**src/rtl/ahb_pkg.sv**
```systemverilog
package ahb_pkg;

    // Basic bus words
    typedef logic [31:0] haddr_t;
    typedef logic [31:0] hdata_t;
    typedef logic [3:0]  hstrb_t;
    typedef logic [15:0] paddr_t;

    typedef enum logic [1:0] {
        HTRANS_IDLE   = 2'b00,
        HTRANS_BUSY   = 2'b01,
        HTRANS_NONSEQ = 2'b10,
        HTRANS_SEQ    = 2'b11
    } htrans_e;

    typedef enum logic [2:0] {
        HSIZE_BYTE = 3'b000,
        HSIZE_HALF = 3'b001,
        HSIZE_WORD = 3'b010
    } hsize_e;

    typedef enum logic {
        HRESP_OKAY  = 1'b0,
        HRESP_ERROR = 1'b1
    } hresp_e;

    // --------------------------------------------------------------------
    // AHB-Lite address phase and slave response
    // --------------------------------------------------------------------
    typedef struct packed {
        haddr_t  haddr;
        htrans_e htrans;
        hsize_e  hsize;
        logic    hwrite;
    } ahb_req_t;

    typedef struct packed {
        logic   hready;
        hresp_e hresp;
        hdata_t hrdata;
    } ahb_rsp_t;

    // --------------------------------------------------------------------
    // APB request and completer response
    // --------------------------------------------------------------------
    typedef struct packed {
        paddr_t paddr;
        logic   psel;
        logic   penable;
        logic   pwrite;
        hdata_t pwdata;
        hstrb_t pstrb;
    } apb_req_t;

    typedef struct packed {
        logic   pready;
        logic   pslverr;
        hdata_t prdata;
    } apb_rsp_t;

    // Byte lanes touched by a transfer of the given size and low address
    function automatic hstrb_t size_to_strb(input hsize_e size, input logic [1:0] addr_lo);
        hstrb_t strb;
        case (size)
            HSIZE_BYTE: strb = 4'b0001 << addr_lo;
            HSIZE_HALF: strb = addr_lo[1] ? 4'b1100 : 4'b0011;
            default:    strb = 4'b1111;
        endcase
        return strb;
    endfunction

endpackage

```
**src/rtl/soc_map_pkg.sv**
```systemverilog
package soc_map_pkg;

    // --------------------------------------------------------------------
    // AHB address map selected by the top address nibble
    // --------------------------------------------------------------------
    localparam int REGION_LSB = 28;

    typedef enum logic [3:0] {
        REGION_ITCM = 4'h0,
        REGION_DTCM = 4'h2,
        REGION_APB  = 4'h4
    } region_e;

    // Data-phase owner and index of each real slave's select
    typedef enum logic [1:0] {
        ITCM    = 2'd0,
        DTCM    = 2'd1,
        APB     = 2'd2,
        DEFAULT = 2'd3
    } slave_idx_e;

    // --------------------------------------------------------------------
    // APB slots inside the bridge region
    // --------------------------------------------------------------------
    localparam int         APB_SLOT_LSB = 16;
    localparam logic [3:0] APB_SLOT_MEM = 4'd3;

    // Default memory depths in words
    localparam int ITCM_WORDS    = 64;
    localparam int DTCM_WORDS    = 64;
    localparam int APB_MEM_WORDS = 32;

    // Width of the APB divide factor
    localparam int DIV_WIDTH = 4;

endpackage

```
**src/rtl/ahb_sram.sv**
```systemverilog
`timescale 1ns/10ps

module ahb_sram #(
    parameter int MEM_WORDS = soc_map_pkg::ITCM_WORDS
) (
    input  logic              clk,
    input  logic              RSTn,
    input  logic              hsel_i,
    input  logic              hready_i,
    input  ahb_pkg::ahb_req_t bus_req_i,
    input  ahb_pkg::hdata_t   hwdata_i,
    output ahb_pkg::ahb_rsp_t rsp_o
);
    import ahb_pkg::*;

    localparam int IDX_W = (MEM_WORDS > 1) ? $clog2(MEM_WORDS) : 1;

    hdata_t           mem [MEM_WORDS];
    logic             accept;
    logic             wr_pend_q;
    logic [IDX_W-1:0] idx_q;
    hsize_e           size_q;
    logic [1:0]       addr_lo_q;
    hstrb_t           wr_strb;

    assign accept = hsel_i && hready_i &&
                    ((bus_req_i.htrans == HTRANS_NONSEQ) ||
                     (bus_req_i.htrans == HTRANS_SEQ));

    // --------------------------------------------------------------------
    // Address phase capture
    // --------------------------------------------------------------------
    always_ff @(posedge clk or negedge RSTn) begin
        if (!RSTn) begin
            wr_pend_q <= 1'b0;
        end else if (hready_i) begin
            wr_pend_q <= accept && bus_req_i.hwrite;
        end
    end

    // Word index wraps at the memory depth
    always_ff @(posedge clk) begin
        if (accept) begin
            idx_q     <= IDX_W'(bus_req_i.haddr[31:2] % MEM_WORDS);
            size_q    <= bus_req_i.hsize;
            addr_lo_q <= bus_req_i.haddr[1:0];
        end
    end

    // --------------------------------------------------------------------
    // Data phase write with byte lanes
    // --------------------------------------------------------------------
    assign wr_strb = size_to_strb(size_q, addr_lo_q);

    always_ff @(posedge clk) begin
        if (wr_pend_q && hready_i) begin
            for (int b = 0; b < 4; b++) begin
                if (wr_strb[b]) begin
                    mem[idx_q][8*b +: 8] <= hwdata_i[8*b +: 8];
                end
            end
        end
    end

    // Zero wait states and the whole word returned
    assign rsp_o.hready = 1'b1;
    assign rsp_o.hresp  = HRESP_OKAY;
    assign rsp_o.hrdata = mem[idx_q];

    a_size_aligned: assert property (@(posedge clk) disable iff (!RSTn)
        accept |->
            ((bus_req_i.hsize != HSIZE_HALF) || !bus_req_i.haddr[0]) &&
            ((bus_req_i.hsize != HSIZE_WORD) || (bus_req_i.haddr[1:0] == 2'b00)));

endmodule

```
**config.mk**
```make
export PLATFORM = sky130hd
export DESIGN_NAME = ahb_sram
export DESIGN_NICKNAME = d
export VERILOG_FILES = /design/src/rtl/ahb_pkg.sv /design/src/rtl/soc_map_pkg.sv /design/src/rtl/ahb_sram.sv
export SDC_FILE = /design/constraint.sdc
export NUM_CORES = 2
export LEC_CHECK = 0
export BUFFER_PORTS_ARGS = -buffer_cell sky130_fd_sc_hd__buf_2
export CAP_MARGIN = 20
export CORE_ASPECT_RATIO = 0.75
export CORE_UTILIZATION = 31
export DETAILED_ROUTE_END_ITERATION = 6
export GPL_TIMING_DRIVEN = 0
export PLACE_DENSITY_LB_ADDON = 0.15
export RECOVER_POWER = 100
export SLEW_MARGIN = 20
export SYNTH_ARGS = -nofsm -noshare
export SYNTH_HDL_FRONTEND = slang
export SYNTH_SLANG_ARGS = --single-unit
```
**constraint.sdc**
```tcl
create_clock -name clk -period 4.43 [get_ports clk]
set_input_delay 0.2215 -clock clk [delete_from_list [all_inputs] [get_ports clk]]
set_output_delay 0.2215 -clock clk [all_outputs]
set_load 0.01 [all_outputs]
```
# [Yosys cells after proc, flatten, opt, wreduce, memory -nomap -nowiden]
# Memories as Yosys holds them, arrays and structs flattened. A register that Yosys moved wholly into a read port is not among the register bits.
# Cells that the tools add are included.
[totals] memories=1 elab_cells=30 mem_bits_rw=2048 ff_bits=12
[classes] eq_ne=3 n_shift=1 n_mux=15 reduce_logical=6
[mem_list] name="mem" words=64 word_bits=32 rd=1 rd_clocked_by_memory_dff=1 wr=1 line_no="ahb_sram.sv:18" rtl="hdata_t mem [MEM_WORDS];"
[ops] cell="1-bit two-way mux" n=12
[ops] cell="4-bit one-hot mux with 2 select lines" n=1
[ops] cell="6-bit two-way mux" n=1
[ops] cell="2-bit == test (second input constant)" n=2
[ops] cell="1-bit logical AND" n=4
[ops] cell="4-bit two-way mux" n=1
[ops] cell="1-bit by 2-bit << shifter with 4-bit output (first input constant)" n=1
[ops] cell="3-bit by 1-bit == test with 1-bit output (second input constant)" n=1
[ops] cell="3-bit zero test" n=1
[ops] cell="1-bit logical OR" n=1

# [Logic depth before layout (Yosys ltp)]
[depth] word_depth=5 depth_mapped=10 mapped_depth_nobuf=5

# [Least setup slack after synthesis]
# Ideal clock, no wire load.
[synth_path] path_type="reg2out" from="register (tool-made name)" to="output port rsp_o[5] (netlist bit)" path_buffers=3 path_stages_with_launch=8 t_arrival_ns=2.084 slack_ns=2.125 cell_sequence="dfxtp_1 buf_4 buf_2 buf_2 mux4_2 a22oi_1 nand4_1 and3_1"
[synth_lines] element="to (decl)" line_no="ahb_sram.sv:12" rtl="output ahb_pkg::ahb_rsp_t rsp_o"

==> metrics.md <==
| Metric | Value |
|---|---|
| Status | `finished, violations left` |
| Violated checks | `capacitance limit, slew limit, setup timing` |
| Synth cell types | `44` |
| Synth top area share | `between 70% and 80%` |
| Ys Warns | `0` |
| Initial drt markers | `6,791` |
| DRT Pass-1 Iters | `5` |
| Hold WC Path Type | `in -> reg` |
| Leakage power | `around 28 nW` |
| Skew final | `between 0.06 and 0.07 ns` |
| Period utilization | `103%` |
| Antenna violations before repair | `31` |
| Remaining DRCs | `0` |
| WL per Instance | `41.0 µm` |
| Crit-path max cell delay | `0.99 ns` |
| Register area share after synthesis | `77.5%` |
| Main combinational cell family by area after synthesis | `multiplexers` |
| Antenna Violating Nets Remaining | `0` |
| Simple-Gate Fraction of Synth Area | `3.21%` |
| Crit start category | `register` |
| Worst path most repeated cell | `clkbuf_1` |
| Placed Cells | `7,365` |
| Clk sinks | `between 2,000 and 2,500` |
| Adder-cell area share of the yosys netlist | `0%` |
| F_max | `220 MHz` |
| Peak VDD IR | `0.000299 V` |
| Syn_area_per_cell | `roughly 21 µm²` |
| CP max-delay cell | `clkbuf_1` |
| Clock Tree Root | `clkbuf_16` |
| Post-Synth XOR/XNOR Area | `0%` |
| Gr ovfl total | `0` |
| Setup repair after global routing missed its margin | `true` |
| Nets | `4,275` |
| Setup-failing EPs final | `14` |
| CTS max path bufs | `4` |
| First-pass GRT wire length | `413,000 µm` |
| Area delta synth->final | `16.2%` |
| Worst-path cell chain | `clkbuf_1 > clkbuf_1 > o221ai_1 > o22ai_1 > and3_1 > clkbuf_2` |
| Worst-Margin Slew | `between 3 and 4 ns` |
| # H-tree levels | `4` |
| Final hold vios | `0` |
| Routed WL | `~320,000 µm` |
| Fin crit period | `between 4 and 5 ns` |
| Die Ht | `about 440 µm` |
| Critical Path End Type | `output port` |
| Critical setup path kind | `reg -> out` |
| I/O pin cnt | `~110` |
| Hold slack | `roughly 0.076 ns` |
| Post-synth top flop | `edfxtp_1` |
| Initial core utilization | `31.2%` |
| GR Util All Layers | `between 20% and 30%` |
| Num rows | `around 160` |
| Slew margin rel. | `-152%` |
| Worst skew pair latency | `0.90 ns` |
| Top post-synthesis cells by area | `edfxtp_1, mux4_2, mux2i_1` |
| CTS clk-pin slew, worst paths | `approximately 0.06 ns` |
| Final Cell Area | `roughly 0.093 mm²` |
| Die width | `just under 600 µm` |
| Post-Syn Instances | `~3,800` |
| Vias | `approximately 44,000` |
| Cts bufs inserted | `between 200 and 250` |
| Placed Area | `about 0.086 mm²` |
| Ys async rst share | `0.0484%` |
| Pins over their slew limit | `1,962` |
| Finished Layout Cells | `7,795` |
| Maxcap violations | `32` |
| Post-synthesis mux area share | `approximately 15%` |
| Clock tree from TritonCTS | `built` |
| Post-Synthesis Cell Area | `roughly 0.080 mm²` |
| EDFF count, synth | `roughly 2,000` |
| Compound-Gate Fraction of Synth Area | `roughly 2.7%` |
| Via/cell ratio | `between 5 and 6` |
| #FFs+latches synth | `between 2,000 and 2,500` |
| Die area | `between 0.2 and 0.3 mm²` |
| Final worst setup slack | `-0.124 ns` |
| Core box area | `0.257 mm²` |
| Routability cong. | `approximately 0.96` |
| Total power | `between 0.04 and 0.05 W` |
| P per Cell Area | `roughly 460 mW/mm²` |
| Synth area leader | `edfxtp_1` |
| Largest net degree at the start of global routing | `65` |
| IO buf count | `a little under 80` |
| Vias in the first global route | `approximately 42,000` |
| Share of cells above drive strength 1 | `24.7%` |
| Arrival time worst endpoint | `between 4 and 5 ns` |
| Worst Path Max Fanout | `10` |
| Final HPWL DP | `around 220,000 µm` |
| Syn nets | `between 3,000 and 4,000` |
| Worst Path Required | `between 4 and 5 ns` |
registers in the layout, indices dropped and copies added, names as in the netlist, named ones only:
name and flops:
size_q 3, mem 2048, idx_q 6, addr_lo_q 2, wr_pend_q 1
kinds of logic after synthesis:
logic type             after synthesis
AO/OA/AOI/OAI                      288
buffers and inverters              238
flip-flops                        2066
multiplexers                       637
other                                2
AND/OR/NAND/NOR                    594
metal layers:
metal | wire, µm | vias up | GRT usage (%)
li1 | - | 16706 | -
met1 | 143000 | 24197 | 36.9
met2 | 129000 | 2650 | 32.9
met3 | 36400 | 439 | 7.16
met4 | 10600 | 8 | 6.79
met5 | 268 | - | 0
worst paths after layout:
kind	from	endpoint	slack, ns	depth (start not counted)
worst max-delay path	register	rsp_o[11]	-0.12	6
min in group asynchronous	RSTn	wr_pend_q$_DFFE_PN0P_	0.19	3
max in group asynchronous	RSTn	wr_pend_q$_DFFE_PN0P_	4.14	3
worst min-delay path	bus_req_i[6]	addr_lo_q[0]$_DFFE_PP_	0.08	2
worst min register to register	idx_q[1]$_DFFE_PP_	register	0.86	2
worst max register to register	idx_q[0]$_DFFE_PP_	mem[5][28]$_DFFE_PP_	0.13	5
layout make-up:
class | instances | area, µm²
Antenna cell | 11 | 27.5
Buffer | 232 | 1720
Clock buffer | 270 | 5600
Clock inverter | 103 | 873
Fill cell | 23831 | 164000
Inverter | 4 | 15.0
Multi-Input combinational cell | 1521 | 17100
Sequential cell | 2066 | 62000
Tap cell | 3423 | 4280
Timing Repair Buffer | 165 | 1370
per-stage QoR:
step / setup TNS (ns) / utilization, % / worst slack [ns]
4_1_cts: -0.793 / 36.3 / -0.168
3_5_place_dp: -9.48 / 33.4 / -0.705
5_1_grt: -0.266 / 36.2 / -0.0876
2_1_floorplan: 0 / - / 2.12
3_3_place_gp: -45.37 / 33.0 / -1.28
6_report: -0.668 / 36.2 / -0.124
cells in the final DEF, fill, tap and decap left out, types with 14 or more instances in the layout:
cell type	netlist	final
dlygate4sd3_1	0	47
mux2i_1	139	135
nor2_1	286	283
clkbuf_4	0	27
nand2_1	141	138
buf_2	57	52
a211oi_1	21	19
mux4_2	446	446
clkbuf_16	0	215
a221o_1	21	21
o221ai_1	33	24
mux2_2	52	52
a22oi_1	53	38
buf_6	21	34
o22ai_1	80	79
a22oi_2	0	15
clkinv_1	0	45
nand4_1	41	41
clkbuf_2	0	52
buf_8	3	14
nand3_1	68	67
clkbuf_1	115	157
buf_4	24	38
clkinv_2	0	36
bufinv_16	0	15
edfxtp_1	2059	2059
nor2b_1	18	16
power breakdown:
group | internal [W] | switching, W | total (W) | leakage, nW
Clock | 0.00975 | 0.00784 | 0.0176 | 3.18
Sequential | 0.0216 | 0.00000582 | 0.0216 | 18.6
Combinational | 0.000995 | 0.00251 | 0.00350 | 6.71
Yosys cell counts, drive strengths merged, types with 2 or more instances:
library cell / n
edfxtp: 2059
mux4: 446
nor2: 286
nand2: 141
mux2i: 139
buf: 119
clkbuf: 115
o22ai: 80
nand3: 68
a22oi: 53
mux2: 52
nand4: 41
o221ai: 33
a211oi: 21
a221o: 21
nor2b: 18
a21oi: 17
o21ai: 16
and3: 13
a311o: 11
o211ai: 11
o22a: 11
nand2b: 7
dfxtp: 6
nor3: 6
nor3b: 6
a31oi: 4
inv: 4
o211a: 4
or2: 4
a221oi: 3
and3b: 2
conb: 2
worst max-delay path, delay by kind of cell, from the launching register on:
family | cells | cell delay (ns)
AND/OR/NAND/NOR | 1 | 0.44
AO/OA/AOI/OAI | 2 | 0.93
flip-flops | 1 | 0.30
buffers and inverters | 3 | 1.75
what timing repair did:
item                       4_1_cts  5_1_grt
hold buffers                    46        1
pin swaps                        7        6
setup endpoints to repair       32       15
buffers inserted                 0        0
hold endpoints to repair      1498       64
gates resized for setup        172       37
Note: power is estimated with default switching activity, not from simulation.
