<file path="config.mk">
export PLATFORM = sky130hd
export DESIGN_NAME = ahb_decoder
export DESIGN_NICKNAME = d
export VERILOG_FILES = /design/src/rtl/ahb_pkg.sv /design/src/rtl/soc_map_pkg.sv /design/src/rtl/ahb_decoder.sv
export SDC_FILE = /design/constraint.sdc
export NUM_CORES = 1
export LEC_CHECK = 0
export BUFFER_PORTS_ARGS = -buffer_cell sky130_fd_sc_hd__buf_2
export CAP_MARGIN = 15
export CORE_AREA = 2 2 69 71
export DETAILED_ROUTE_END_ITERATION = 16
export DIE_AREA = 0 0 71 73
export PLACE_DENSITY_LB_ADDON = 0.2
export SKIP_CTS_REPAIR_TIMING = 1
export SLEW_MARGIN = 15
export SYNTH_ARGS = -nofsm -noshare
export SYNTH_HDL_FRONTEND = slang
export SYNTH_SLANG_ARGS = --single-unit
</file>
<file path="constraint.sdc">
create_clock -name clk -period 1.84 [get_ports clk]
set_clock_uncertainty 0.2 [all_clocks]
set_input_delay 0.276 -clock clk [delete_from_list [all_inputs] [get_ports clk]]
set_output_delay 0.276 -clock clk [all_outputs]
set_load 0.03 [all_outputs]
</file>
<file path="src/rtl/ahb_pkg.sv">
package ahb_pkg;

    // Basic bus words
    typedef logic [31:0] haddr_t;
    typedef logic [31:0] hdata_t;
    typedef logic [3:0]  hstrb_t;
    typedef logic [15:0] paddr_t;

    typedef enum logic [1:0] {
        HTRANS_IDLE   = 2'b00,
        HTRANS_BUSY   = 2'b01,
        HTRANS_NONSEQ = 2'b10,
        HTRANS_SEQ    = 2'b11
    } htrans_e;

    typedef enum logic [2:0] {
        HSIZE_BYTE = 3'b000,
        HSIZE_HALF = 3'b001,
        HSIZE_WORD = 3'b010
    } hsize_e;

    typedef enum logic {
        HRESP_OKAY  = 1'b0,
        HRESP_ERROR = 1'b1
    } hresp_e;

    // --------------------------------------------------------------------
    // AHB-Lite address phase and slave response
    // --------------------------------------------------------------------
    typedef struct packed {
        haddr_t  haddr;
        htrans_e htrans;
        hsize_e  hsize;
        logic    hwrite;
    } ahb_req_t;

    typedef struct packed {
        logic   hready;
        hresp_e hresp;
        hdata_t hrdata;
    } ahb_rsp_t;

    // --------------------------------------------------------------------
    // APB request and completer response
    // --------------------------------------------------------------------
    typedef struct packed {
        paddr_t paddr;
        logic   psel;
        logic   penable;
        logic   pwrite;
        hdata_t pwdata;
        hstrb_t pstrb;
    } apb_req_t;

    typedef struct packed {
        logic   pready;
        logic   pslverr;
        hdata_t prdata;
    } apb_rsp_t;

    // Byte lanes touched by a transfer of the given size and low address
    function automatic hstrb_t size_to_strb(input hsize_e size, input logic [1:0] addr_lo);
        hstrb_t strb;
        case (size)
            HSIZE_BYTE: strb = 4'b0001 << addr_lo;
            HSIZE_HALF: strb = addr_lo[1] ? 4'b1100 : 4'b0011;
            default:    strb = 4'b1111;
        endcase
        return strb;
    endfunction

endpackage

</file>
<file path="src/rtl/soc_map_pkg.sv">
package soc_map_pkg;

    // --------------------------------------------------------------------
    // AHB address map selected by the top address nibble
    // --------------------------------------------------------------------
    localparam int REGION_LSB = 28;

    typedef enum logic [3:0] {
        REGION_ITCM = 4'h0,
        REGION_DTCM = 4'h2,
        REGION_APB  = 4'h4
    } region_e;

    // Data-phase owner and index of each real slave's select
    typedef enum logic [1:0] {
        ITCM    = 2'd0,
        DTCM    = 2'd1,
        APB     = 2'd2,
        DEFAULT = 2'd3
    } slave_idx_e;

    // --------------------------------------------------------------------
    // APB slots inside the bridge region
    // --------------------------------------------------------------------
    localparam int         APB_SLOT_LSB = 16;
    localparam logic [3:0] APB_SLOT_MEM = 4'd3;

    // Default memory depths in words
    localparam int ITCM_WORDS    = 64;
    localparam int DTCM_WORDS    = 64;
    localparam int APB_MEM_WORDS = 32;

    // Width of the APB divide factor
    localparam int DIV_WIDTH = 4;

endpackage

</file>
<file path="src/rtl/ahb_decoder.sv">
`timescale 1ns/10ps

module ahb_decoder (
    input  logic              clk,
    input  logic              RSTn,
    input  ahb_pkg::ahb_req_t bus_req_i,
    output logic [2:0]        hsel_o,
    input  ahb_pkg::ahb_rsp_t itcm_rsp_i,
    input  ahb_pkg::ahb_rsp_t dtcm_rsp_i,
    input  ahb_pkg::ahb_rsp_t apb_rsp_i,
    output ahb_pkg::ahb_rsp_t bus_rsp_o
);
    import ahb_pkg::*;
    import soc_map_pkg::*;

    typedef enum logic [1:0] {
        ERR_IDLE,
        ERR_WAIT,
        ERR_LAST
    } err_state_e;

    logic [3:0] region;
    logic       trans_valid;
    slave_idx_e owner_d;
    slave_idx_e owner_q;
    err_state_e err_q;

    assign region      = bus_req_i.haddr[REGION_LSB +: 4];
    assign trans_valid = (bus_req_i.htrans == HTRANS_NONSEQ) ||
                         (bus_req_i.htrans == HTRANS_SEQ);

    // --------------------------------------------------------------------
    // Address phase decode
    // --------------------------------------------------------------------
    always_comb begin
        hsel_o  = '0;
        owner_d = DEFAULT;
        case (region)
            REGION_ITCM: begin
                hsel_o[ITCM] = 1'b1;
                owner_d      = ITCM;
            end
            REGION_DTCM: begin
                hsel_o[DTCM] = 1'b1;
                owner_d      = DTCM;
            end
            REGION_APB: begin
                hsel_o[APB] = 1'b1;
                owner_d     = APB;
            end
            default: owner_d = DEFAULT;
        endcase
    end

    // Owner only moves on an edge with hready high
    always_ff @(posedge clk or negedge RSTn) begin
        if (!RSTn) begin
            owner_q <= DEFAULT;
            err_q   <= ERR_IDLE;
        end else if (bus_rsp_o.hready) begin
            if (trans_valid) begin
                owner_q <= owner_d;
                if (owner_d == DEFAULT) begin
                    err_q <= ERR_WAIT;
                end else begin
                    err_q <= ERR_IDLE;
                end
            end else begin
                owner_q <= DEFAULT;
                err_q   <= ERR_IDLE;
            end
        end else if (err_q == ERR_WAIT) begin
            err_q <= ERR_LAST;
        end
    end

    // --------------------------------------------------------------------
    // Response mux and built-in error slave
    // --------------------------------------------------------------------
    always_comb begin
        bus_rsp_o.hready = 1'b1;
        bus_rsp_o.hresp  = HRESP_OKAY;
        bus_rsp_o.hrdata = '0;
        case (owner_q)
            ITCM: bus_rsp_o = itcm_rsp_i;
            DTCM: bus_rsp_o = dtcm_rsp_i;
            APB:  bus_rsp_o = apb_rsp_i;
            default: begin
                if (err_q == ERR_WAIT) begin
                    bus_rsp_o.hready = 1'b0;
                    bus_rsp_o.hresp  = HRESP_ERROR;
                end else if (err_q == ERR_LAST) begin
                    bus_rsp_o.hresp = HRESP_ERROR;
                end
            end
        endcase
    end

    // At most one select and an ERROR for any accepted unselected transfer
    a_hsel_onehot: assert property (@(posedge clk) disable iff (!RSTn)
        $onehot0(hsel_o) &&
        (!$past(bus_rsp_o.hready && trans_valid && (hsel_o == '0)) ||
         (bus_rsp_o.hresp == HRESP_ERROR)));

    // Any slave's error must finish with the second, ready cycle
    a_error_two_cycle: assert property (@(posedge clk) disable iff (!RSTn)
        (!bus_rsp_o.hready && bus_rsp_o.hresp == HRESP_ERROR)
        |=> (bus_rsp_o.hready && bus_rsp_o.hresp == HRESP_ERROR));

endmodule

</file>
== Yosys cells after proc, flatten, opt, wreduce, memory -nomap -nowiden ==
Index checks and enable logic that the tools add are counted.

* Register bits: 4
* Bits in latches: 0
* Bits in writable memories: 0
* Bits in read-only memories: 0
* Input port bits: 142
* Output and inout bits: 37
* Logic and storage cells: 29
* Memories kept: 0

* Add/subtract/negate cells: 0
* Multiply operators: 0
* Div/mod/pow operators: 0
* Magnitude comparators: 0
* Equal/unequal tests: 9
* Shift-type cells: 0
* Muxes and demuxes: 14
* Bitwise operators: 0
* Reductions and logical operators: 4

{| class="wikitable"
|+ Operators by type and width
! operator !! count
|-
| case mux 32 bit (3 select lines) || 1
|-
| case mux 2 bit (3 select lines) || 2
|-
| equality test 2 bit (second input constant) || 5
|-
| two-way mux 2 bit || 4
|-
| two-way mux 1 bit || 7
|-
| equality test 2 x 1 -> 1 bit (second input constant) || 2
|-
| equality test 4 x 2 -> 1 bit (second input constant) || 1
|-
| equality test 4 x 3 -> 1 bit (second input constant) || 1
|-
| logical NOT 4 bit || 1
|-
| logical NOT 2 bit || 1
|-
| nonzero test 2 bit || 1
|-
| logical OR 1 bit || 1
|}

== Logic depth before layout (Yosys ltp) ==
Gate-level depths: netlist (run 1).

* Depth after elaboration: 6
* Mapped depth: 5

== Worst setup path before layout (run 1) ==
Ideal clock, no wire load.

* Kind: register to output
* Start point: register owner_q[1]
* End point: output bus_rsp_o[0] (netlist bit)
* Arrival: 1.619 ns
* Data required time: 1.364 ns
* Slack: -0.255 ns
* Stages on the path, launching flop included: 5
* Buffers on the path: 2
* Path through: dfstp_2 > buf_6 > buf_4 > mux2i_1 > o21ai_0

{| class="wikitable"
|+ RTL lines
! what !! RTL line !! text
|-
| start: declaration || ahb_decoder.sv:25 || <nowiki>slave_idx_e owner_q;</nowiki>
|-
| start signal: assignment || ahb_decoder.sv:62 || <nowiki>owner_q <= owner_d;</nowiki>
|-
| end: declaration || ahb_decoder.sv:11 || <nowiki>output ahb_pkg::ahb_rsp_t bus_rsp_o</nowiki>
|}

==> flow_summary.toml, run 1 <==
[synth]
syn_avg_cell_area_sq_um = 6.90
synth.distinct_cells = 26
syn_area_sq_um = 980
synth_seq_area_share_pct = 10.5
ys_ff_latch = 4
synthesis.nets = 285
post_synth_inst_count = 142
yosysWarnings = 0

[final_layout]
diodes = 0
final_cell_mix = "113 x buf_2, 34 x nand2_1, 30 x mux2i_1, 23 x o21ai_2, 20 x buf_4"
syn2layout_area_growth_pct = 123
nets = 436
final_cells = 345
final_common_cell = "buf_2"
drive_gt1_share_pct = 66.3

[timing]
slew_headroom_pct = 79.7
setup-violations-final = 34
fin_ws_ns = -0.201
hold_viol_final = 0
drv_slew = 0
rsz0062_at_grt = "true"
fin_crit_sh_pct = 111
clock.fmax_mhz = 490
min_period_ns = 2.04
tightest_slew_ns = 0.302
tns_ns = -5.29

[placed_design]
dp_hpwl_mm = 3.30
place_congestion = 0.784
port_buffers = 145
dp_cells = 338

[clocking]
clockBufferDepth = 2
cts_tree = "yes"
path_clk_slew_ns = 0.03
clkSinkCount = 4
clock_latency_ns = 0.22
numCtsBuffers = 3
cts-htree-levels = 1
cts-root-buf = "clkbuf_8"

[critical_path]
worstPathArrival_ns = 1.57
endpoint_kind = "output port"
cp_data_required_time_ns = 1.36
criticalPathCategory = "reg2out"
cp_max_fo = 12
startpoint_type = "flop"

[power_and_ir_drop]
p_total_mw = 0.977
power_density_nw_per_um2 = 447
vdd_drop_max_mv = 0.420
p_leak_nw = 1.31

[global_routing]
grt_overflow = 0
antenna_found_initial = 0
grtUsageTotal_pct = 13.6
grt_max_degree = 33
grt_pass1_vias = 1362
grt_first_pass_wirelength_mm = 5.87

[drt]
first_pass_iters = 4
num_vias = 1567
ant_nets = 0
drt_iter0_markers = 48
wl_mm = 4.28
drc = 0
vias_per_cell = 4.54
wl_per_cell_um = 12.4

[outcome]
violations = "negative setup slack"
status = "finished with violations"

[die]
core_sq_um = 4540
io_pins = 179
num_rows = 25
die-area_sq_um = 5180
fp.dieH_um = 73
initial_core_util_pct = 21.6
fp.dieW_um = 71

[run]
drv_cap = 0

[hold_path]
hold_path_class = "in2reg"
[metal layers]
layer	vias up	global-route usage (%)	routed length, um
met5	-	0	0
met3	0	3.18	369
met2	87	25.2	2270
met1	680	16.4	1640
met4	0	1.89	0
li1	800	-	-
[kinds of logic (layout without fill, tap and decap cells)]
kind of cell	Yosys count	in the layout	share of synthesized area, %
AO/OA/AOI/OAI	40	40	23.0
buffers and inverters	16	165	8.56
AND/OR/NAND/NOR	46	46	19.3
adder cells (fa/ha/maj)	1	1	1.28
flip-flops	4	4	10.5
multiplexers	35	35	37.4
[worst paths after layout]
kind	startpoint	to	slack (ns)	cells after the start
hold reg to reg	err_q[1]	err_q[1]	0.35	2
max in group asynchronous	RSTn	owner_q[1]	1.04	2
setup / recovery	owner_q[1]	bus_rsp_o[22]	-0.20	5
setup reg to reg	owner_q[1]	err_q[0]	0.18	5
hold / removal	bus_req_i[34]	err_q[0]	0.17	3
min in group asynchronous	RSTn	err_q[1]	0.19	2
[worst max-delay path: stages, from the launching register on]
cell and delay [ns]:
dfstp_2 0.54, buf_4 0.15, buf_12 0.16, mux2i_1 0.25, o21ai_2 0.06, clkbuf_4 0.18
[Yosys cell counts]
| cell | instances | share of area, % |
|---|---|---|
| and2_1 | 1 | 0.64 |
| nand2_1 | 34 | 13 |
| nor3_1 | 1 | 0.51 |
| o32ai_1 | 1 | 0.89 |
| a211oi_1 | 2 | 1.5 |
| ha_1 | 1 | 1.3 |
| or3_1 | 1 | 0.64 |
| buf_4 | 3 | 2.3 |
| o32a_1 | 2 | 2.0 |
| inv_1 | 4 | 1.5 |
| nor2_1 | 6 | 2.3 |
| mux2i_2 | 1 | 1.4 |
| dfstp_2 | 2 | 5.4 |
| clkbuf_1 | 4 | 1.5 |
| nor2b_1 | 1 | 0.64 |
| and2_4 | 1 | 0.89 |
| a21o_1 | 1 | 0.77 |
| dfrtp_1 | 2 | 5.1 |
| o22a_1 | 1 | 0.89 |
| mux4_2 | 1 | 2.3 |
| buf_2 | 4 | 2.0 |
| mux2i_1 | 33 | 34 |
| nand2b_1 | 1 | 0.64 |
| a21oi_1 | 1 | 0.51 |
| o21ai_0 | 32 | 16 |
| buf_6 | 1 | 1.1 |
[flip-flops by register name (all words and copies together), names as in the netlist]
| name | flops |
|---|---|
| err_q | 2 |
| owner_q | 2 |
[where the power goes]
group | leakage [nW] | internal, mW | switching (mW)
combinational | 1.24 | 0.332 | 0.347
clock | 0.0216 | 0.139 | 0.0459
sequential | 0.0473 | 0.103 | 0.00943
total | 1.31 | 0.574 | 0.403
[cell type report]
| cell class | count | area, sq um |
|---|---|---|
| clock buffers | 3 | 41.3 |
| well taps | 54 | 67.6 |
| fillers | 438 | 2350 |
| inverters | 4 | 15.0 |
| repair buffers | 158 | 1050 |
| multi-input cells | 122 | 910 |
| flip-flops and latches | 4 | 103 |
[stage by stage]
stage | area, sq um | worst slack [ns] | hold slack [ns] | utilization [%]
2_1_floorplan | 1070 | -0.0357 | -0.220 | -
6_report | 2190 | -0.201 | 0.165 | 48.2
3_5_place_dp | 1920 | 0.0207 | -0.111 | 42.4
5_1_grt | 2190 | -0.281 | 0.199 | 48.2
4_1_cts | 1960 | -0.216 | -0.343 | 43.3
3_3_place_gp | 1920 | 0.0331 | -0.114 | 42.4
Power figures use the tool's default switching activity.
==> run 2, diff against run 1 <==
Settings changed: REMOVE_ABC_BUFFERS set to 1.
==> flow_summary.toml, run 2 (synthesis results as in run 1) <==
[hold_path]
hold_path_class = "in2reg"

[outcome]
status = "finished with violations"
violations = "negative setup slack"

[final_layout]
final_common_cell = "buf_2"
drive_gt1_share_pct = 56.8
seqCellArea_sq_um = 106
fillCellCount = 462
nets = 436
final_cell_mix = "111 x buf_2, 40 x buf_4, 34 x nand2_1, 33 x mux2i_1, 23 x o21ai_0"
final_cells = 346
diodes = 0
syn2layout_area_growth_pct = 104
top_regs = "err_q x2, owner_q x2"
multiInputGateArea_sq_um = 796

[critical_path]
cp_max_fo = 8
reg2reg_setup_slack_ns = 0.14
worstPathArrival_ns = 1.56
cp_data_required_time_ns = 1.36
criticalPathCategory = "reg2out"
endpoint_kind = "output port"
startpoint_type = "flop"

[clocking]
clockBufferDepth = 2
path_clk_slew_ns = 0.04
clock_latency_ns = 0.22
numCtsBuffers = 3
cts_tree = "yes"
cts-htree-levels = 1
clkSinkCount = 4
cts-root-buf = "clkbuf_8"

[power_and_ir_drop]
power.net_switching_mw = 0.375
comb_power_share_pct = 66.5
p_total_mw = 0.926
p_int_mw = 0.551
p_leak_nw = 1.26
p_sw_share_pct = 40.5
power_density_nw_per_um2 = 462
clkPwrFrac_pct = 21.2
vdd_drop_max_mv = 0.434
power_frac_seq_pct = 12.3

[global_routing]
grt_overflow = 0
grtUsageTotal_pct = 13.7
grt_max_degree = 33
grt_first_pass_wirelength_mm = 5.78
antenna_found_initial = 2
grt_pass1_vias = 1367

[timing]
setup-violations-final = 34
slew_headroom_pct = 80.5
rsz0062_at_grt = "true"
tns_ns = -5.61
hold_viol_final = 0
tightest_slew_ns = 0.290
drv_slew = 0
hold_slack_ns = 0.170
clock.fmax_mhz = 491
min_period_ns = 2.04
fin_ws_ns = -0.195
fin_crit_sh_pct = 111

[die]
initial_core_util_pct = 21.6
fp.dieH_um = 73
core_sq_um = 4540
io_pins = 179
fp.dieW_um = 71
die-area_sq_um = 5180
num_rows = 25

[placed_design]
port_buffers = 145
dp_slack_ns = 0.00482
dp_cells = 339
dp_hpwl_mm = 3.29
place_congestion = 0.741

[drt]
drc = 0
wl_per_cell_um = 11.6
first_pass_iters = 4
drt_iter0_markers = 15
ant_nets = 0
vias_per_cell = 4.45
wl_mm = 4.02
num_vias = 1541

[run]
drv_cap = 0
## run 2: changes by cell type in the layout (fill, tap and decap cells not counted), sizes merged
cell,before,now
buf,155,156
## run 2: worst paths after layout
path                               start             to  cells past startpoint
min in group asynchronous           RSTn       err_q[1]                      2
min reg2reg                     err_q[0]       err_q[0]                      2
max in group asynchronous           RSTn     owner_q[0]                      2
max                           owner_q[1]  bus_rsp_o[33]                      4
min                        bus_req_i[37]       err_q[0]                      3
max reg2reg                   owner_q[1]       err_q[0]                      4
## run 2: final cells by class
| type | count | share of cell area (%) |
|---|---|---|
| timing repair buffer | 158 | 48.6 |
| multi-input combinational | 122 | 39.7 |
| sequential | 4 | 5.31 |
| tap | 54 | 3.37 |
| clock buffer | 4 | 2.25 |
| inverter | 4 | 0.750 |
## run 2: worst max-delay path, stage by stage, from the launching register on
cell     delay (ns)
dfstp_4        0.70
mux2i_2        0.26
nor2_1         0.08
a21o_1         0.17
buf_6          0.13
## run 2: stage by stage
step / utilization [%] / instance area [sq um]
detailed placement: 40.1 / 1820
CTS: 41.1 / 1860
global route: 44.2 / 2000
floorplan: - / 911
global placement: 40.1 / 1820
finish: 44.2 / 2000
## run 2: layer usage
layer  GRT usage [%]  wire (um)  up-vias  share of wire (%)
met5               0         23        -               0.57
met4            2.94          1        4              0.025
met1            14.1       1470      651                 37
met3            4.56        459        4                 11
met2            26.7       2070       81                 51
li1                -          -      801                  -
## run 2: power by group through the flow
stage	Sequential, mW	Combinational [mW]	Clock [mW]
after floorplan	0.133	0.291	0
after global placement	0.113	0.544	0
after detailed placement	0.113	0.552	0
after CTS	0.112	0.553	0.204
after global routing	0.116	0.667	0.208
final	0.114	0.616	0.196
