File: src/rtl/ahb_pkg.sv
package ahb_pkg;

    // Basic bus words
    typedef logic [31:0] haddr_t;
    typedef logic [31:0] hdata_t;
    typedef logic [3:0]  hstrb_t;
    typedef logic [15:0] paddr_t;

    typedef enum logic [1:0] {
        HTRANS_IDLE   = 2'b00,
        HTRANS_BUSY   = 2'b01,
        HTRANS_NONSEQ = 2'b10,
        HTRANS_SEQ    = 2'b11
    } htrans_e;

    typedef enum logic [2:0] {
        HSIZE_BYTE = 3'b000,
        HSIZE_HALF = 3'b001,
        HSIZE_WORD = 3'b010
    } hsize_e;

    typedef enum logic {
        HRESP_OKAY  = 1'b0,
        HRESP_ERROR = 1'b1
    } hresp_e;

    // --------------------------------------------------------------------
    // AHB-Lite address phase and slave response
    // --------------------------------------------------------------------
    typedef struct packed {
        haddr_t  haddr;
        htrans_e htrans;
        hsize_e  hsize;
        logic    hwrite;
    } ahb_req_t;

    typedef struct packed {
        logic   hready;
        hresp_e hresp;
        hdata_t hrdata;
    } ahb_rsp_t;

    // --------------------------------------------------------------------
    // APB request and completer response
    // --------------------------------------------------------------------
    typedef struct packed {
        paddr_t paddr;
        logic   psel;
        logic   penable;
        logic   pwrite;
        hdata_t pwdata;
        hstrb_t pstrb;
    } apb_req_t;

    typedef struct packed {
        logic   pready;
        logic   pslverr;
        hdata_t prdata;
    } apb_rsp_t;

    // Byte lanes touched by a transfer of the given size and low address
    function automatic hstrb_t size_to_strb(input hsize_e size, input logic [1:0] addr_lo);
        hstrb_t strb;
        case (size)
            HSIZE_BYTE: strb = 4'b0001 << addr_lo;
            HSIZE_HALF: strb = addr_lo[1] ? 4'b1100 : 4'b0011;
            default:    strb = 4'b1111;
        endcase
        return strb;
    endfunction

endpackage

File: src/rtl/soc_map_pkg.sv
package soc_map_pkg;

    // --------------------------------------------------------------------
    // AHB address map selected by the top address nibble
    // --------------------------------------------------------------------
    localparam int REGION_LSB = 28;

    typedef enum logic [3:0] {
        REGION_ITCM = 4'h0,
        REGION_DTCM = 4'h2,
        REGION_APB  = 4'h4
    } region_e;

    // Data-phase owner and index of each real slave's select
    typedef enum logic [1:0] {
        ITCM    = 2'd0,
        DTCM    = 2'd1,
        APB     = 2'd2,
        DEFAULT = 2'd3
    } slave_idx_e;

    // --------------------------------------------------------------------
    // APB slots inside the bridge region
    // --------------------------------------------------------------------
    localparam int         APB_SLOT_LSB = 16;
    localparam logic [3:0] APB_SLOT_MEM = 4'd3;

    // Default memory depths in words
    localparam int ITCM_WORDS    = 64;
    localparam int DTCM_WORDS    = 64;
    localparam int APB_MEM_WORDS = 32;

    // Width of the APB divide factor
    localparam int DIV_WIDTH = 4;

endpackage

File: src/rtl/ahb2apb_bridge.sv
`timescale 1ns/10ps

module ahb2apb_bridge #(
    parameter int DIV_WIDTH = soc_map_pkg::DIV_WIDTH
) (
    input  logic                 clk,
    input  logic                 RSTn,
    input  logic [DIV_WIDTH-1:0] div_factor_i,
    input  logic                 hsel_i,
    input  logic                 hready_i,
    input  ahb_pkg::ahb_req_t    bus_req_i,
    input  ahb_pkg::hdata_t      hwdata_i,
    output ahb_pkg::ahb_rsp_t    rsp_o,
    output logic                 pclk_en_o,
    output ahb_pkg::apb_req_t    apb_req_o,
    input  ahb_pkg::apb_rsp_t    apb_rsp_i
);
    import ahb_pkg::*;
    import soc_map_pkg::*;

    typedef enum logic [2:0] {
        ST_IDLE,
        ST_WAIT_EN,
        ST_SETUP,
        ST_ACCESS,
        ST_ERROR
    } state_e;

    state_e               state_q;
    state_e               state_d;
    logic [DIV_WIDTH-1:0] div_cnt_q;
    logic                 pclk_en;
    logic                 accept;
    logic                 slot_hit;
    logic                 apb_done;
    logic                 err_second_q;
    paddr_t               paddr_q;
    logic                 write_q;
    hstrb_t               strb_q;
    hdata_t               wdata_q;

    // --------------------------------------------------------------------
    // APB clock enable pulsing once every div_factor + 1 cycles
    // --------------------------------------------------------------------
    assign pclk_en   = (div_cnt_q >= div_factor_i);
    assign pclk_en_o = pclk_en;

    assign accept   = hsel_i && hready_i &&
                      ((bus_req_i.htrans == HTRANS_NONSEQ) ||
                       (bus_req_i.htrans == HTRANS_SEQ));
    assign slot_hit = (bus_req_i.haddr[APB_SLOT_LSB +: 4] == APB_SLOT_MEM);
    assign apb_done = pclk_en && apb_rsp_i.pready;

    // --------------------------------------------------------------------
    // Transfer sequencer
    // --------------------------------------------------------------------
    always_comb begin
        state_d = state_q;
        case (state_q)
            ST_WAIT_EN: if (pclk_en) state_d = ST_SETUP;
            ST_SETUP:   if (pclk_en) state_d = ST_ACCESS;
            ST_ACCESS: begin
                if (apb_done) begin
                    if (apb_rsp_i.pslverr) begin
                        state_d = ST_ERROR;
                    end else begin
                        state_d = ST_IDLE;
                    end
                end
            end
            ST_ERROR:   if (err_second_q) state_d = ST_IDLE;
            default:    state_d = ST_IDLE;
        endcase
        // Only reachable while this bridge shows hready high
        if (accept) begin
            if (slot_hit) begin
                state_d = ST_WAIT_EN;
            end else begin
                state_d = ST_ERROR;
            end
        end
    end

    always_ff @(posedge clk or negedge RSTn) begin
        if (!RSTn) begin
            state_q      <= ST_IDLE;
            div_cnt_q    <= '0;
            err_second_q <= 1'b0;
        end else begin
            state_q      <= state_d;
            div_cnt_q    <= pclk_en ? '0 : div_cnt_q + 1'b1;
            err_second_q <= (state_q == ST_ERROR) && !err_second_q;
        end
    end

    // Held through the whole APB cycle
    always_ff @(posedge clk) begin
        if (accept) begin
            paddr_q <= bus_req_i.haddr[15:0];
            write_q <= bus_req_i.hwrite;
            strb_q  <= size_to_strb(bus_req_i.hsize, bus_req_i.haddr[1:0]);
        end
        if (state_q == ST_WAIT_EN) begin
            wdata_q <= hwdata_i;
        end
    end

    // --------------------------------------------------------------------
    // AHB response and APB request
    // --------------------------------------------------------------------
    always_comb begin
        rsp_o.hready = 1'b1;
        rsp_o.hresp  = HRESP_OKAY;
        rsp_o.hrdata = apb_rsp_i.prdata;
        case (state_q)
            ST_WAIT_EN, ST_SETUP: rsp_o.hready = 1'b0;
            ST_ACCESS: rsp_o.hready = apb_done && !apb_rsp_i.pslverr;
            ST_ERROR: begin
                rsp_o.hready = err_second_q;
                rsp_o.hresp  = HRESP_ERROR;
            end
            default: rsp_o.hready = 1'b1;
        endcase
    end

    assign apb_req_o.paddr   = paddr_q;
    assign apb_req_o.psel    = (state_q == ST_SETUP) || (state_q == ST_ACCESS);
    assign apb_req_o.penable = (state_q == ST_ACCESS);
    assign apb_req_o.pwrite  = write_q;
    assign apb_req_o.pwdata  = wdata_q;
    assign apb_req_o.pstrb   = write_q ? strb_q : '0;

    // Access follows a setup phase with the address held
    a_penable_psel: assert property (@(posedge clk) disable iff (!RSTn)
        apb_req_o.penable |-> apb_req_o.psel && $past(apb_req_o.psel) &&
            $stable(apb_req_o.paddr));

endmodule

File: config.mk
export PLATFORM = sky130hd
export DESIGN_NAME = ahb2apb_bridge
export DESIGN_NICKNAME = d
export VERILOG_FILES = /design/src/rtl/ahb_pkg.sv /design/src/rtl/soc_map_pkg.sv /design/src/rtl/ahb2apb_bridge.sv
export SDC_FILE = /design/constraint.sdc
export NUM_CORES = 1
export LEC_CHECK = 0
export ABC_AREA = 0
export BUFFER_PORTS_ARGS = -buffer_cell sky130_fd_sc_hd__buf_2
export CORE_MARGIN = 2
export CORE_UTILIZATION = 40
export DETAILED_ROUTE_END_ITERATION = 8
export GPL_TIMING_DRIVEN = 0
export PLACE_DENSITY = 0.93
export SLEW_MARGIN = 40
export SYNTH_ARGS = -nofsm -noshare
export SYNTH_HDL_FRONTEND = slang
export SYNTH_SLANG_ARGS = --single-unit
File: constraint.sdc
create_clock -name clk -period 4.8 [get_ports clk]
set_input_delay 0.24 -clock clk [delete_from_list [all_inputs] [get_ports clk]]
set_output_delay 0.24 -clock clk [all_outputs]
set_load 0.02 [all_outputs]
# Yosys cells after proc, flatten, opt, wreduce, memory -nomap -nowiden
# Index checks and enable logic that the tools add are counted.
# classes
addsub,1
mul,0
div_mod_pow,0
magnitude_cmp,1
n_eq_ne,12
n_shift,1
n_mux,14
n_bitwise,0
n_reduce_logical,12
# ops
operator,count
2-to-1 mux 3 bit,7
2-to-1 mux 4 bit,3
case mux 3 bit (4 select lines),1
"inequality test 3 bit, second input constant",3
case mux 4 bit (2 select lines),1
"equality test 3 x 1 -> 1 bit, second input constant",2
"equality test 3 x 2 -> 1 bit, second input constant",2
logical AND 1 bit,5
"adder 4 x 1 -> 4 bit, second input constant",1
"equality test 2 bit, second input constant",2
"equality test 4 x 2 -> 1 bit, second input constant",1
>= comparator 4 bit,1
AND reduction 4 bit,1
"left shift 1 x 2 -> 4 bit, first input constant",1
"equality test 3 bit, second input constant",1
zero test 3 bit,1
"inequality test 3 x 1 -> 1 bit, second input constant",1
case mux 1 bit (3 select lines),1
zero test 1 bit,2
logical OR 1 bit,2
OR reduction 2 bit,1
2-to-1 mux 1 bit,1
# totals
regBits,61
latchBits,0
ramBits,0
romBits,0
in_bits,112
output_inout_bits,90
n_memories,0

# Longest topological paths before layout
# Gate-level depths: netlist (run 1).
# logic_depth
ltp_word,5
ltp_mapped,8
depth_no_buf,7

# Least setup slack after synthesis (run 1)
# OpenSTA, ideal clock, no wires.
# synth_timing
kind,register to register
startpoint,register state_q[1]
endpoint,register wdata_q[0] (enable)
setup_ns,0.461
t_arrival_ns,2.758
required_time_ns,4.339
path_slack_ns,1.581
path_stages_with_launch,3
n_path_buf,1
period_less_slack_ns,3.219
cell_sequence,dfrtp_1 > buf_2 > nor3_1
# synth_via
elab_chain_len,1
# synth_lines
item,line_no,source
start: declaration,ahb2apb_bridge.sv:29,state_e state_q;
start signal: assignment,ahb2apb_bridge.sv:90,state_q <= state_d;
equality test 3 x 1 -> 1 bit,ahb2apb_bridge.sv:103,if (state_q == ST_WAIT_EN) begin
end signal: assignment,ahb2apb_bridge.sv:104,wdata_q <= hwdata_i;
end: declaration,ahb2apb_bridge.sv:40,hdata_t wdata_q;
# No other way between the ends.
# A chain may end at the register's enable or synchronous reset.

==> impl_metrics.ini, run 1 <==
[cts]
numCtsBuffers = 9
clockRootBuffer = clkbuf_8
cts_sinks = 61
cts_setup_buffers = 0
clk_pin_slew_ns = 0.06
cts_tree = yes
clock_latency_ns = 0.32
clock_path_buffers = 2
cts_resized = 0
htreeDepth = 3

[die]
die_h_um = 82.7
initial_core_util = 0.416
core-area_um2 = 5960
core.rowCount = 28
fp.dieW_um = 82.7
fp.dieArea_um2 = 6840
io_pins = 202

[worst_setup_path]
crit_fanout = 10
cp_cell_sequence = ha_1, o21a_1, nor2_2, a21oi_2, buf_4, nand4_1, a21oi_1, buf_2
slowest_delay_ns = 0.41
worstPathArrival_ns = 1.95
critPathCaptureType = output port
r2r_cells = 7
start_kind = flip-flop
slowest_stage = dfrtp_1
critical_path_class = flip-flop to output port
crit_required_ns = 4.56

[logic_synthesis]
synthTopCellsByArea = edfxtp_1 (64%), buf_4 (10%), dfrtp_1 (8.1%)
avgSynthCellArea_um2 = 14.8
synth_cells = 167
syn_nets = 284
ys_types = 31
synth_most_common_cell = edfxtp_1
synthFlopType = edfxtp_1
yosys-top-cells-count = edfxtp_1 (53), buf_4 (34), inv_1 (9), nor2_1 (9), o21ai_0 (9)
yosys_warnings = 0
yosysTopAreaCellShare = 0.642
ys_async_sr_fraction = 0.131
synth_seq_cells = 61
synth_edf_count = 53
syn_area_um2 = 2480
synth.yosys.seq_area_share = 0.723
synth.largest_area_cell = edfxtp_1

[route]
dr.pass1.iters = 4
drc_errors = 0
drt-initial-drc-count = 102
wl_per_cell_um = 14.2
routed_via_density = 4.60
route.vias.total = 1926
routed_wl_um = 5970
ant_nets = 0

[timing]
setup_viol = 0
finalCriticalPeriod_ns = 2.19
tightestPinTransition_ns = 0.515
slew_violations = 0
fin_crit_sh = 0.456
hold_violations = 0
rsz0062_at_grt = no
tns_ns = 0
relSlewSlack = 0.656
max_freq_mhz = 456
skew_ns = 0.00574

[pwr]
vdd_drop_max_uv = 245
p_clk_frac = 0.245
internal-power_w = 0.00113
p_leak_nw = 1.70
finalPower_w = 0.00169
seqPwrFrac = 0.439
power_density_nw_per_um2 = 472
switchingPower_w = 0.000553
p_sw_frac = 0.328
comb_power_share = 0.316

[layout]
drive_gt1_frac = 0.628
design_area_um2 = 3580
area_growth_pct = 44.3
n_antenna_cell = 0
fin_nets = 456
final_core_util = 0.600

[place]
dp_hpwl_um = 4930
placed_area_um2 = 3380
gp_congestion = 0.719
io_buffers = 156

[grt]
overflow = 0
grt.total_usage = 0.163
grt_pass1_wl_um = 7940
grt_pass1_vias = 1749
antenna_found_initial = 0
grt_max_degree = 26

[flow_run]
cap_violations = 0

[outcome]
status = finished, final reports clean

[worst_hold_path]
min_path_cells = 1
hold_path.class = input port to flip-flop
-- metrics by stage --
| step | worst slack [ns] | hold slack [ns] | std cells |
|---|---|---|---|
| 6_report | 2.61 | 0.0925 | 419 |
| 5_1_grt | 2.50 | 0.0723 | 419 |
| 4_1_cts | 2.59 | 0.0750 | 419 |
| 3_5_place_dp | 2.96 | 0.0926 | 402 |
| 3_3_place_gp | 0.854 | 0.0849 | 398 |
| 2_1_floorplan | 1.58 | -0.0556 | 167 |
-- state kept, by name, indices dropped and copies added (netlist names) --
signal / count
paddr_q: 16
write_q: 1
div_cnt_q: 4
wdata_q: 32
strb_q: 4
err_second_q: 1
state_q: 3
-- per-layer routing --
layer	part of all wire	vias to the layer above	GRT usage
met5	0	-	0
met4	0.016	0	0.0869
met3	0.12	6	0.0554
met2	0.53	141	0.300
met1	0.33	874	0.160
li1	-	905	-
-- cells by family after synthesis --
kind of cell	synth area share
buffers and inverters	0.122
xor gates and xnor gates	0.00707
DFF	0.723
AOI/OAI and AO/OA	0.0444
and+or+nand+nor	0.0778
adders and majority gates	0.0253
-- worst max-delay path, delay by kind of cell, from the launching register on --
family	cells	cell delay, ns
fa+ha+maj	1	0.29
compound gates	3	0.40
simple gates	2	0.15
buf+inv	2	0.38
flops	1	0.41
-- cell type report --
type,instances,area [um2]
well taps,75,93.8
multi-input cells,60,388
fillers,465,2380
clock buffers,10,128
plain buffers,36,265
clock inverters,6,53.8
repair buffers,161,818
inverters,10,37.5
flip-flops and latches,61,1790
-- power groups by stage --
stage,logic [W],registers [W],clock network [W]
2_1_floorplan,0.000257,0.000838,0
3_3_place_gp,0.000496,0.000752,0
3_5_place_dp,0.000534,0.000752,0
4_1_cts,0.000537,0.000741,0.000420
5_1_grt,0.000584,0.000752,0.000446
6_report,0.000533,0.000741,0.000413
-- cells in the final DEF, fill, tap and decap left out, types with 2 or more instances in the layout --
cell type	netlist	routed
nor3_1	3	2
buf_4	34	37
dfrtp_1	8	8
nor3_2	1	2
nor2_1	9	9
o21ai_0	9	9
a21oi_1	2	2
edfxtp_1	53	53
nor2_2	2	2
inv_1	9	8
ha_1	5	5
inv_2	1	2
clkbuf_8	0	9
nand4_1	2	2
clkinv_1	0	3
buf_2	2	159
and2_1	5	5
nand3_1	3	3
nand2_1	4	4
nor2b_1	2	2
-- final timing paths --
| kind | start | end | slack (ns) |
|---|---|---|---|
| setup reg to reg | div_cnt_q[2] | state_q[2] | 3.21 |
| max in group asynchronous | RSTn | err_second_q | 4.34 |
| setup / recovery | div_cnt_q[2] | rsp_o[33] | 2.61 |
| hold / removal | hwdata_i[5] | wdata_q[5] | 0.09 |
| hold reg to reg | div_cnt_q[0] | div_cnt_q[0] | 0.49 |
| min in group asynchronous | RSTn | div_cnt_q[0] | 0.29 |
-- what timing repair did --
action	4_1_cts	5_1_grt
hold buffers	1	0
endpoints found under the setup margin	0	0
endpoints found under the hold margin	8	0
Power figures use the tool's default switching activity.
==> run 2, diff against run 1 <==
CORE_UTILIZATION = 35   (was 40)
PLACE_DENSITY = 0.87   (was 0.93)
clock period = 1.85 ns   (was 4.8 ns; I/O delays follow)
==> impl_metrics.ini, run 2 (synthesis gave the netlist of run 1 again) <==
[pwr]
power_density_nw_per_um2 = 1140
vdd_drop_max_uv = 531
p_sw_frac = 0.320
internal-power_w = 0.00323
p_clk_frac = 0.263
switchingPower_w = 0.00152
comb_power_share = 0.333
p_leak_nw = 1.94
finalPower_w = 0.00474
seqPwrFrac = 0.404

[cts]
clock_path_buffers = 2
htreeDepth = 3
clock_latency_ns = 0.33
clk_pin_slew_ns = 0.06
clockRootBuffer = clkbuf_8
cts_tree = yes
numCtsBuffers = 9
cts_sinks = 61

[grt]
grt_max_degree = 26
overflow = 0
grt_pass1_wl_um = 9790
grt_pass1_vias = 2103
antenna_found_initial = 0
grt.total_usage = 0.174

[place]
placedCellCount = 421
io_buffers = 156
placed_area_um2 = 3410
gp_congestion = 0.828
place_ws_ns = -0.00551
dp_hpwl_um = 4610

[layout]
fin_nets = 508
drive_gt1_frac = 0.554
top_register = wdata_q
final_core_util = 0.610
layout_commonest_cell = buf_2
n_antenna_cell = 0
finalNonFillerCells = 491
fillers = 546
largest_register_ffs = 32
design_area_um2 = 4170
area_growth_pct = 68.2
reg_top3 = wdata_q x32, paddr_q x16
layout_common_cells = buf_2 (156), edfxtp_1 (53), dlygate4sd3_1 (50)

[worst_setup_path]
critical_path_class = flip-flop to output port
crit_fanout = 3
cp_cell_sequence = ha_1, o21a_1, nor2_2, a21oi_2, nand4_1, a21oi_1, buf_4
start_kind = flip-flop
slowest_delay_ns = 0.39
rr_startpoint = div_cnt_q[2]
worstPathArrival_ns = 1.77
slowest_stage = dfrtp_1
crit_required_ns = 1.76
critPathBufInv = 1
critPathTopFamily = compound AO/OA/AOI/OAI gates
critPathCaptureType = output port
critPathLaunch = div_cnt_q[2]

[die]
io_pins = 202
core-area_um2 = 6830
die_h_um = 88.1
core.rowCount = 30
fp.dieW_um = 88.1
fp.dieArea_um2 = 7770
initial_core_util = 0.363

[timing]
fin_crit_sh = 1.00
slew_violations = 0
setup_viol = 1
postLayoutSetupSlackWorst_ns = -0.00764
max_freq_mhz = 538
rsz0062_at_grt = yes
hold_violations = 0
skew_ns = 0.00980
relSlewSlack = 0.675
finalCriticalPeriod_ns = 1.86
tightestPinTransition_ns = 0.486

[route]
routed_via_density = 4.34
ant_nets = 0
wl_per_cell_um = 14.2
drt-initial-drc-count = 97
drc_errors = 0
route.vias.total = 2129
dr.pass1.iters = 4
routed_wl_um = 6970

[outcome]
violations = negative setup slack
status = complete, but fails checks

[worst_hold_path]
hold_path.class = input port to flip-flop
min_from = bus_req_i[3]

[flow_run]
cap_violations = 0
## run 2: cell types whose count changed in the layout (fill, tap and decap cells not counted)
cell	before	now
nor3_4	0	1
buf_2	159	156
nor3_2	2	1
clkinv_1	3	2
bufinv_16	1	2
clkinv_2	1	0
buf_6	0	4
dlygate4sd3_1	1	50
clkinvlp_4	1	0
clkinv_4	0	1
buf_4	37	39
## run 2: final timing paths
kind,end,depth (start not counted),slack (ns)
worst max-delay path,rsp_o[33],7,-0.008
worst min-delay path,strb_q[1],3,0.09
worst max register to register,state_q[1],6,0.29
worst min register to register,div_cnt_q[0],2,0.55
max in group asynchronous,state_q[0],2,1.53
min in group asynchronous,state_q[1],2,0.14
## run 2: per-layer routing
metal / part of all wire / global-route usage / routed length [um]
met1: 0.34 / 0.164 / 2370
met2: 0.56 / 0.339 / 3910
met3: 0.080 / 0.0660 / 555
met4: 0.014 / 0.0647 / 100
met5: 0.0055 / 0 / 38
## run 2: worst min-delay path: stages
cell and delay, ns:
buf_2 0.08, nor2_1 0.05, o21ai_0 0.07
## run 2: cell type report
cell class,instances,area [um2],share of cell area
buffer,35,258,0.0619
inverter,10,37.5,0.00901
clock buffer,10,128,0.0306
sequential,61,1790,0.430
multi-input combinational,60,394,0.0946
clock inverter,5,76.3,0.0183
timing repair buffer,214,1360,0.327
tap,96,120,0.0288
## run 2: power groups by stage
stage          sequential (W)  clock, W  combinational [W]
6_report              0.00192   0.00125            0.00158
5_1_grt               0.00195   0.00134            0.00170
4_1_cts               0.00191   0.00127            0.00159
3_5_place_dp          0.00195         0            0.00139
3_3_place_gp          0.00194         0            0.00131
2_1_floorplan         0.00217         0           0.000682
## run 2: per-stage QoR
stage | hold slack [ns] | setup TNS [ns]
floorplan | -0.203 | 0
global placement | -0.0575 | -7.37
detailed placement | -0.0485 | -0.0573
CTS | 0.0530 | -0.0892
global route | 0.0716 | -0.108
finish | 0.0864 | -0.00764
## run 2: what timing repair did
item	CTS	global route
pin swaps	2	4
setup buffers	5	1
endpoints found under the hold margin	57	0
hold buffers	50	0
endpoints found under the setup margin	4	2
resized for setup	4	1
